`src/isa_pkg.sv`:
```
package isa_pkg;

    // RV32 base formats, one struct per encoding
    typedef struct packed {
        logic [6:0] funct7;
        logic [4:0] rs2;
        logic [4:0] rs1;
        logic [2:0] funct3;
        logic [4:0] rd;
        logic [6:0] opcode;
    } r_type_t;

    typedef struct packed {
        logic [11:0] imm;
        logic [4:0]  rs1;
        logic [2:0]  funct3;
        logic [4:0]  rd;
        logic [6:0]  opcode;
    } i_type_t;

    typedef struct packed {
        logic [6:0] imm11_5;
        logic [4:0] rs2;
        logic [4:0] rs1;
        logic [2:0] funct3;
        logic [4:0] imm4_0;
        logic [6:0] opcode;
    } s_type_t;

    typedef struct packed {
        logic       imm12;
        logic [5:0] imm10_5;
        logic [4:0] rs2;
        logic [4:0] rs1;
        logic [2:0] funct3;
        logic [3:0] imm4_1;
        logic       imm11;
        logic [6:0] opcode;
    } b_type_t;

    typedef struct packed {
        logic [19:0] imm;
        logic [4:0]  rd;
        logic [6:0]  opcode;
    } u_type_t;

    typedef struct packed {
        logic       imm20;
        logic [9:0] imm10_1;
        logic       imm11;
        logic [7:0] imm19_12;
        logic [4:0] rd;
        logic [6:0] opcode;
    } j_type_t;

    typedef union packed {
        r_type_t r;
        i_type_t i;
        s_type_t s;
        b_type_t b;
        u_type_t u;
        j_type_t j;
    } inst_t;

    typedef enum logic [3:0] {
        alu_add  = 4'h0,
        alu_sub  = 4'h1,
        alu_slt  = 4'h2,
        alu_sltu = 4'h3,
        alu_and  = 4'h4,
        alu_or   = 4'h5,
        alu_xor  = 4'h6,
        alu_sll  = 4'h7,
        alu_srl  = 4'h8,
        alu_sra  = 4'h9
    } alu_func_e;

    typedef enum logic [1:0] {
        mult_mul    = 2'd0,  // Low word
        mult_mulh   = 2'd1,  // High word, signed x signed
        mult_mulhsu = 2'd2,  // High word, signed x unsigned
        mult_mulhu  = 2'd3
    } mult_func_e;

    typedef enum logic [1:0] {
        opa_is_rs1  = 2'd0,
        opa_is_pc   = 2'd1,
        opa_is_zero = 2'd2
    } opa_select_e;

    typedef enum logic [2:0] {
        opb_is_rs2   = 3'd0,
        opb_is_i_imm = 3'd1,
        opb_is_s_imm = 3'd2,
        opb_is_b_imm = 3'd3,
        opb_is_u_imm = 3'd4,
        opb_is_j_imm = 3'd5
    } opb_select_e;

    function automatic logic [31:0] signext_i_imm(inst_t inst);
        return {{20{inst.i.imm[11]}}, inst.i.imm};
    endfunction

    function automatic logic [31:0] signext_s_imm(inst_t inst);
        return {{20{inst.s.imm11_5[6]}}, inst.s.imm11_5, inst.s.imm4_0};
    endfunction

    // Branch offsets are in half words, bit 0 always zero
    function automatic logic [31:0] signext_b_imm(inst_t inst);
        return {{19{inst.b.imm12}}, inst.b.imm12, inst.b.imm11, inst.b.imm10_5,
                inst.b.imm4_1, 1'b0};
    endfunction

    function automatic logic [31:0] signext_u_imm(inst_t inst);
        return {inst.u.imm, 12'b0};
    endfunction

    function automatic logic [31:0] signext_j_imm(inst_t inst);
        return {{11{inst.j.imm20}}, inst.j.imm20, inst.j.imm19_12, inst.j.imm11,
                inst.j.imm10_1, 1'b0};
    endfunction

endpackage

```
`src/fu_pkg.sv`:
```
package fu_pkg;

    typedef logic [31:0] data_t;    // Also pc and addresses
    typedef logic [5:0]  prn_t;
    typedef logic [4:0]  robn_t;

    // One issued operation from a reservation station
    typedef struct packed {
        logic                 valid;
        isa_pkg::inst_t       inst;
        data_t                pc;
        isa_pkg::alu_func_e   alu_func;
        isa_pkg::mult_func_e  mult_func;
        data_t                op1;
        data_t                op2;
        prn_t                 dest_prn;
        robn_t                robn;
        isa_pkg::opa_select_e opa_select;
        isa_pkg::opb_select_e opb_select;
        logic                 cond_branch;
        logic                 uncond_branch;
    } fu_packet_t;

    // Unit output toward the arbiter
    typedef struct packed {
        logic  valid;
        prn_t  dest_prn;
        robn_t robn;
        data_t value;
        logic  branch_taken;
    } fu_result_t;

    typedef struct packed {
        logic  valid;
        prn_t  dest_prn;
        data_t value;
    } cdb_packet_t;

    typedef struct packed {
        robn_t robn;
        logic  executed;
        logic  branch_taken;
        data_t target_addr;    // Zero unless taken
    } fu_rob_packet_t;

    typedef enum logic [1:0] {
        mult_idle = 2'd0,
        mult_busy = 2'd1,
        mult_done = 2'd2
    } mult_state_e;

endpackage

```
`src/alu_cond.sv`:
```
`timescale 1ns/100ps

module alu_cond (
    input  fu_pkg::fu_packet_t alu_packet,
    output fu_pkg::fu_result_t result
);
    import isa_pkg::*;
    import fu_pkg::*;

    data_t opa_mux;
    data_t opb_mux;
    data_t alu_out;
    logic  cond_true;
    logic  take_branch;

    always_comb begin
        case (alu_packet.opa_select)
            opa_is_rs1:  opa_mux = alu_packet.op1;
            opa_is_pc:   opa_mux = alu_packet.pc;
            opa_is_zero: opa_mux = '0;
            default:     opa_mux = 32'hdeadface;
        endcase
    end

    always_comb begin
        case (alu_packet.opb_select)
            opb_is_rs2:   opb_mux = alu_packet.op2;
            opb_is_i_imm: opb_mux = signext_i_imm(alu_packet.inst);
            opb_is_s_imm: opb_mux = signext_s_imm(alu_packet.inst);
            opb_is_b_imm: opb_mux = signext_b_imm(alu_packet.inst);
            opb_is_u_imm: opb_mux = signext_u_imm(alu_packet.inst);
            opb_is_j_imm: opb_mux = signext_j_imm(alu_packet.inst);
            default:      opb_mux = 32'hfacefeed;
        endcase
    end

    // Jump and branch targets come out of the adder as well
    always_comb begin
        case (alu_packet.alu_func)
            alu_add:  alu_out = opa_mux + opb_mux;
            alu_sub:  alu_out = opa_mux - opb_mux;
            alu_slt:  alu_out = {31'b0, $signed(opa_mux) < $signed(opb_mux)};
            alu_sltu: alu_out = {31'b0, opa_mux < opb_mux};
            alu_and:  alu_out = opa_mux & opb_mux;
            alu_or:   alu_out = opa_mux | opb_mux;
            alu_xor:  alu_out = opa_mux ^ opb_mux;
            alu_sll:  alu_out = opa_mux << opb_mux[4:0];
            alu_srl:  alu_out = opa_mux >> opb_mux[4:0];
            alu_sra:  alu_out = $signed(opa_mux) >>> opb_mux[4:0];
            default:  alu_out = 32'hfacebeec;
        endcase
    end

    // Condition on the raw register operands, not the muxed ones
    always_comb begin
        case (alu_packet.inst.b.funct3)
            3'b000:  cond_true = alu_packet.op1 == alu_packet.op2;
            3'b001:  cond_true = alu_packet.op1 != alu_packet.op2;
            3'b100:  cond_true = $signed(alu_packet.op1) < $signed(alu_packet.op2);
            3'b101:  cond_true = $signed(alu_packet.op1) >= $signed(alu_packet.op2);
            3'b110:  cond_true = alu_packet.op1 < alu_packet.op2;   // Unsigned
            3'b111:  cond_true = alu_packet.op1 >= alu_packet.op2;
            default: cond_true = 1'b0;
        endcase
    end

    assign take_branch = alu_packet.uncond_branch || (alu_packet.cond_branch && cond_true);

    always_comb begin
        result.valid        = alu_packet.valid;
        result.dest_prn     = alu_packet.dest_prn;
        result.robn         = alu_packet.robn;
        result.value        = alu_out;
        result.branch_taken = take_branch;
    end

endmodule

```
`src/mult_ctrl.sv`:
```
`timescale 1ns/100ps

module mult_ctrl (
    input  logic                clock,
    input  logic                rst_n,
    input  logic                start,
    input  logic                last_step,
    input  logic                grant,
    output fu_pkg::mult_state_e state,
    output logic                avail
);
    import fu_pkg::*;

    mult_state_e next_state;

    always_comb begin
        next_state = state;
        case (state)
            mult_idle: if (start) next_state = mult_busy;
            mult_busy: if (last_step) next_state = mult_done;
            mult_done: if (grant) next_state = mult_idle;   // Wait here for the CDB
            default:   next_state = mult_idle;
        endcase
    end

    always_ff @(posedge clock) begin
        if (!rst_n) begin
            state <= mult_idle;
        end else begin
            state <= next_state;
        end
    end

    // New multiply only accepted from idle
    assign avail = (state == mult_idle);

endmodule

```
`src/mult_step_counter.sv`:
```
`timescale 1ns/100ps

module mult_step_counter #(
    parameter int MULT_BITS_PER_STEP = 4
) (
    input  logic                clock,
    input  logic                rst_n,
    input  fu_pkg::mult_state_e state,
    output logic                last_step
);
    import fu_pkg::*;

    localparam int num_steps = 32 / MULT_BITS_PER_STEP;
    localparam int cnt_w     = $clog2(num_steps);

    logic [cnt_w-1:0] step_cnt;   // Steps already done

    always_ff @(posedge clock) begin
        if (!rst_n || state == mult_idle) begin
            step_cnt <= '0;
        end else if (state == mult_busy) begin
            step_cnt <= step_cnt + 1'b1;
        end
    end

    // High during the Nth busy cycle
    assign last_step = (state == mult_busy) && (step_cnt == cnt_w'(num_steps - 1));

endmodule

```
`src/mult_datapath.sv`:
```
`timescale 1ns/100ps

module mult_datapath #(
    parameter int MULT_BITS_PER_STEP = 4
) (
    input  logic                clock,
    input  logic                rst_n,
    input  fu_pkg::fu_packet_t  mult_packet,
    input  fu_pkg::mult_state_e state,
    output fu_pkg::fu_result_t  result
);
    import isa_pkg::*;
    import fu_pkg::*;

    logic        capture;
    logic        op1_neg;
    logic        op2_neg;
    data_t       op1_mag;
    data_t       op2_mag;
    logic [63:0] mcand;      // Shifted left every step
    data_t       mplier;     // Shifted right every step
    logic [63:0] partial;
    logic [63:0] acc;
    logic [63:0] product;
    logic        neg;
    mult_func_e  func;
    prn_t        dest_prn;
    robn_t       robn;

    assign capture = (state == mult_idle) && mult_packet.valid;

    // Signedness of each operand follows the opcode
    always_comb begin
        op1_neg = 1'b0;
        op2_neg = 1'b0;
        case (mult_packet.mult_func)
            mult_mulh: begin
                op1_neg = mult_packet.op1[31];
                op2_neg = mult_packet.op2[31];
            end
            mult_mulhsu: op1_neg = mult_packet.op1[31];
            default:     op1_neg = 1'b0;   // mul low word is sign blind
        endcase
        op1_mag = op1_neg ? -mult_packet.op1 : mult_packet.op1;
        op2_mag = op2_neg ? -mult_packet.op2 : mult_packet.op2;
    end

    assign partial = mcand * 64'(mplier[MULT_BITS_PER_STEP-1:0]);

    always_ff @(posedge clock) begin
        if (!rst_n || capture) begin
            acc <= '0;
        end else if (state == mult_busy) begin
            acc <= acc + partial;
        end
    end

    always_ff @(posedge clock) begin
        if (capture) begin
            mcand    <= {32'b0, op1_mag};
            mplier   <= op2_mag;
            neg      <= op1_neg ^ op2_neg;
            func     <= mult_packet.mult_func;
            dest_prn <= mult_packet.dest_prn;
            robn     <= mult_packet.robn;
        end else if (state == mult_busy) begin
            mcand  <= mcand << MULT_BITS_PER_STEP;
            mplier <= mplier >> MULT_BITS_PER_STEP;
        end
    end

    assign product = neg ? -acc : acc;   // Two's complement of the magnitude

    always_comb begin
        result.valid        = (state == mult_done);
        result.dest_prn     = dest_prn;
        result.robn         = robn;
        result.value        = (func == mult_mul) ? product[31:0] : product[63:32];
        result.branch_taken = 1'b0;
    end

endmodule

```
`src/cdb_arbiter.sv`:
```
`timescale 1ns/100ps

module cdb_arbiter (
    input  logic                   clock,
    input  logic                   rst_n,
    input  fu_pkg::fu_result_t     alu_result,
    input  fu_pkg::fu_result_t     mult_result,
    output logic                   mult_grant,
    output fu_pkg::cdb_packet_t    cdb_packet,
    output fu_pkg::fu_rob_packet_t fu_rob_packet
);
    import fu_pkg::*;

    fu_result_t winner;
    fu_result_t out_q;
    logic       out_valid;

    // ALU never waits, the multiplier holds in done instead
    assign mult_grant = mult_result.valid && !alu_result.valid;
    assign winner     = alu_result.valid ? alu_result : mult_result;

    always_ff @(posedge clock) begin
        if (!rst_n) begin
            out_valid <= 1'b0;
        end else begin
            out_valid <= winner.valid;
        end
    end

    always_ff @(posedge clock) begin
        if (winner.valid) begin
            out_q <= winner;
        end
    end

    always_comb begin
        cdb_packet.valid           = out_valid;
        cdb_packet.dest_prn        = out_q.dest_prn;
        cdb_packet.value           = out_q.value;
        fu_rob_packet.robn         = out_q.robn;
        fu_rob_packet.executed     = out_valid;
        fu_rob_packet.branch_taken = out_q.branch_taken;
        fu_rob_packet.target_addr  = out_q.branch_taken ? out_q.value : '0;
    end

endmodule

```
`src/fu_bank.sv`:
```
`timescale 1ns/100ps

module fu_bank #(
    parameter int MULT_BITS_PER_STEP = 4
) (
    input  logic                   clock,
    input  logic                   rst_n,
    input  fu_pkg::fu_packet_t     fu_alu_packet,
    input  fu_pkg::fu_packet_t     fu_mult_packet,
    output logic                   fu_alu_avail,
    output logic                   fu_mult_avail,
    output fu_pkg::cdb_packet_t    cdb_packet,
    output fu_pkg::fu_rob_packet_t fu_rob_packet
);
    import fu_pkg::*;

    fu_result_t  alu_result;
    fu_result_t  mult_result;
    mult_state_e mult_state;
    logic        mult_last_step;
    logic        mult_grant;

    assign fu_alu_avail = 1'b1;   // Single cycle, never busy

    alu_cond alu_cond0 (
        .alu_packet (fu_alu_packet),
        .result     (alu_result)
    );

    mult_ctrl mult_ctrl0 (
        .clock     (clock),
        .rst_n     (rst_n),
        .start     (fu_mult_packet.valid),   // Only looked at in idle
        .last_step (mult_last_step),
        .grant     (mult_grant),
        .state     (mult_state),
        .avail     (fu_mult_avail)
    );

    mult_step_counter #(
        .MULT_BITS_PER_STEP (MULT_BITS_PER_STEP)
    ) mult_step_counter0 (
        .clock     (clock),
        .rst_n     (rst_n),
        .state     (mult_state),
        .last_step (mult_last_step)
    );

    mult_datapath #(
        .MULT_BITS_PER_STEP (MULT_BITS_PER_STEP)
    ) mult_datapath0 (
        .clock       (clock),
        .rst_n       (rst_n),
        .mult_packet (fu_mult_packet),
        .state       (mult_state),
        .result      (mult_result)
    );

    cdb_arbiter cdb_arbiter0 (
        .clock         (clock),
        .rst_n         (rst_n),
        .alu_result    (alu_result),
        .mult_result   (mult_result),
        .mult_grant    (mult_grant),
        .cdb_packet    (cdb_packet),
        .fu_rob_packet (fu_rob_packet)
    );

endmodule

```
`config.mk`:
```
export PLATFORM = sky130hd
export DESIGN_NAME = fu_bank
export DESIGN_NICKNAME = d
export VERILOG_FILES = /design/src/isa_pkg.sv /design/src/fu_pkg.sv /design/src/alu_cond.sv /design/src/mult_ctrl.sv /design/src/mult_step_counter.sv /design/src/mult_datapath.sv /design/src/cdb_arbiter.sv /design/src/fu_bank.sv
export SDC_FILE = /design/constraint.sdc
export NUM_CORES = 2
export LEC_CHECK = 0
export BUFFER_PORTS_ARGS = -buffer_cell sky130_fd_sc_hd__buf_4
export CAP_MARGIN = 5
export CELL_PAD_IN_SITES_DETAIL_PLACEMENT = 1
export CELL_PAD_IN_SITES_GLOBAL_PLACEMENT = 1
export CORE_ASPECT_RATIO = 0.9
export CORE_MARGIN = 2
export CORE_UTILIZATION = 24
export CTS_CLUSTER_SIZE = 8
export DETAILED_ROUTE_END_ITERATION = 10
export PLACE_DENSITY = 0.52
export SLEW_MARGIN = 20
export SYNTH_ARGS = -nofsm -noshare
export SYNTH_HDL_FRONTEND = slang
export SYNTH_SLANG_ARGS = --single-unit
```
`constraint.sdc`:
```
create_clock -name clock -period 5.2 [get_ports clock]
set_clock_uncertainty 0.1 [all_clocks]
set_input_delay 0.26 -clock clock [delete_from_list [all_inputs] [get_ports clock]]
set_output_delay 0.26 -clock clock [all_outputs]
set_load 0.1 [all_outputs]
```
==> results by group <==
Min path
  • Hold Crit Class: input port to flip-flop
  • Hold path depth: 3

Clocking
  • Num CTS Buffers: 35
  • CTS sink cnt: 224
  • Clock Tree Buf Depth: 3
  • Root buffer cell: clkbuf_16
  • Worst-path clk slew: 50 ps
  • Clock latency on the worst-skew pair: 560 ps
  • CTS tree: yes
  • Max H-tree Level: 2

Placement
  • DPL Wire Length: 116300 um
  • Port buffer count: 302
  • Pre-CTS WS: -332.2 ps
  • Final Wtd Congestion: 0.9749

Detailed routing
  • 1st-iter DRT viols: 2342
  • Via density: 5.121
  • Via count: 32147
  • Wire per inst: 22.94 um
  • Aggregate routed wire length: 144000 um
  • ANT nets after route: 0
  • Remaining DRCs: 0
  • DR pass1 iterations: 5

Run
  • Max_cap viols: 0

Critical path
  • Reg2reg path depth: 20
  • Setup CP Type: flip-flop to flip-flop
  • Worst EP required: 5540 ps
  • Largest fanout on the critical path: 7
  • Startpoint Class: flip-flop
  • Data arrival, critical path: 5500 ps
  • Crit end category: flip-flop

Floorplan
  • Starting Density: 24.15%
  • Core footprint: 126900 um2
  • Die ar.: 130600 um2
  • FP Rows: 124
  • # IOs: 388
  • Die Ht: 343.0 um
  • Chip width: 380.7 um

Synth
  • Syn nets: 4710
  • Top post-synthesis cells by count: nand2_1, a21oi_1, inv_1, nor2_1, o21ai_0
  • Synth area leader: fa_1
  • Cell area after synthesis: 30650 um2
  • Ys Warns: 0
  • Most used flip-flop cell after synthesis: edfxtp_1
  • Count leader, synth: nand2_1
  • Async set or reset register ratio after synthesis: 0%
  • Synth Instances: 4016
  • Post-synth EDFFs: 122
  • Mean Syn Cell Area: 7.632 um2
  • Netlist cell types: 85
  • Synth area leaders: fa_1, edfxtp_1, ha_1
  • Yosys reg bits: 224
  • Seq/Total Area, Yosys: 18.62%
  • Post-synth top area share: 12.02%

Finish
  • Fraction of layout cells with a size suffix above 1: 18.50%
  • Area Growth Syn to Fin: 29.08%
  • Util after Layout: 31.17%
  • Nets: 5241

GRT
  • First-pass GRT wire length: 216400 um
  • Antenna violations before repair: 7
  • GRT Overall Usage: 21.44%
  • GR Overflow Total: 0
  • Vias in the first global route: 32995
  • Largest net degree at the start of global routing: 87

Status
  • Status: finished clean

Timing
  • Fmax: 193.6 MHz
  • PnR worst setup slack: 33.60 ps
  • RSZ-0062 raised after global routing: true
  • Final worst path period share: 99.35%
  • Final Hold Viols: 0
  • Final min period: 5166 ps
  • Max Slew Vio Count: 0
  • Max-slew headroom: 27.14%
  • Worst-margin pin slew: 1089 ps
  • Final setup TNS: 0 ps
  • Endpoints failing setup: 0

Pwr
  • Max VDD drop: 0.2097 mV
  • Leak pwr: 17.25 nW
  • Power Density: 342.9 nW/um2
-- state kept, by name, indices dropped and copies added, names as in the netlist, 3 cells and up --
register                     cells
mult_datapath0.acc              64
mult_datapath0.robn              5
mult_datapath0.mcand            64
mult_step_counter0.step_cnt      3
cdb_arbiter0.fu_rob_packet       6
mult_datapath0.dest_prn          6
mult_datapath0.mplier           32
cdb_arbiter0.cdb_packet         38
-- worst paths after layout --
path | start | to | slack [ps]
worst max-delay path | mult_datapath0.mplier[1]$_DFFE_PP_ | mult_datapath0.acc[61]$_SDFFE_PP0P_ | 30
worst min-delay path | fu_mult_packet[66] | mult_datapath0.mcand[16]$_DFFE_PP_ | 30
worst max register to register | mult_datapath0.mplier[1]$_DFFE_PP_ | mult_datapath0.acc[61]$_SDFFE_PP0P_ | 30
worst min register to register | mult_datapath0.mcand[63]$_SDFFE_PP0P_ | mult_datapath0.mcand[63]$_SDFFE_PP0P_ | 360
-- layer usage --
layer | global-route usage, % | routed length, um | vias up
met1 | 31.39 | 70220 | 15998
met5 | 0 | 22 | -
met2 | 32.97 | 62190 | 857
met4 | 4.760 | 3109 | 4
met3 | 3.275 | 8483 | 130
li1 | - | - | 15158
-- per-stage QoR --
stage	power (mW)	cell area, um2	std cells	hold WS, ps
floorplan	7.510	30650	4016	258.9
global placement	10.64	36670	6094	338.7
detailed placement	10.71	36700	6095	339.5
CTS	13.23	38980	6253	1.660
global route	14.56	39560	6274	32.23
finish	13.57	39560	6277	30.27
-- placed cells by master, fill, tap and decap left out, types with 17 or more instances in the layout --
master,count
nand2_1,629
buf_4,627
a21oi_1,345
nor2_1,275
inv_1,274
o21ai_0,247
ha_1,192
fa_1,181
and2_1,123
edfxtp_1,122
xnor2_1,121
dfxtp_1,102
mux2i_1,81
dlygate4sd3_1,78
xor2_1,77
a21o_1,73
nor3_1,69
nand3_1,55
a211oi_1,53
o21a_1,48
a31oi_1,44
o211ai_1,41
clkbuf_16,38
and3_1,32
nand2b_1,31
nor2b_1,30
o31ai_1,30
a22oi_1,27
o22ai_1,27
mux2_2,23
clkbuf_1,21
or3_1,19
nor4_1,19
nand4_1,19
o21ai_1,19
o21bai_1,18
o41ai_1,17
-- critical path, stage by stage, from the launching register on --
cell	delay (ps)
edfxtp_1	390
buf_6	140
buf_12	140
buf_4	150
nand2_2	50
fa_1	440
fa_1	510
fa_1	530
inv_2	50
ha_4	280
a21oi_2	60
o211ai_1	390
a211oi_2	140
a211o_1	400
a2111oi_4	360
buf_4	170
o31ai_4	80
o21ai_4	200
a41oi_2	180
mux2i_1	180
nand3_1	80
-- report_power, final --
part           leakage [nW]  internal, mW  switching [mW]
registers              2.04          2.13           0.279
clock network         0.508          1.31           0.906
logic                  14.7          3.61            5.33
total                  17.3          7.05            6.52
-- area by class of cell --
| class | count | area (um2) |
|---|---|---|
| Antenna cell | 3 | 7.507 |
| Clock buffer | 58 | 993.5 |
| Clock inverter | 5 | 58.81 |
| Fill cell | 15365 | 87350 |
| Inverter | 281 | 1055 |
| Multi-Input combinational cell | 3270 | 23550 |
| Sequential cell | 224 | 5705 |
| Tap cell | 1701 | 2128 |
| Timing Repair Buffer | 735 | 6061 |
-- kinds of logic after synthesis --
group,after synthesis,synth area share [%]
AOI/OAI and AO/OA,1188,24.58
muxes,106,3.637
DFF,224,18.62
buffers and inverters,522,6.483
and+or+nand+nor,1390,20.73
xor gates and xnor gates,199,5.687
adders and majority gates,386,20.26
other,1,0.01224
-- what timing repair did --
action | in CTS | in global routing
gates cloned | 4 | 2
hold buffers | 78 | 0
endpoints found under the setup margin | 15 | 20
buffers inserted | 13 | 20
pin swaps | 24 | 52
hold endpoints to repair | 83 | 0
resized for setup | 47 | 83
No activity file was read; power rests on OpenSTA's default activity.
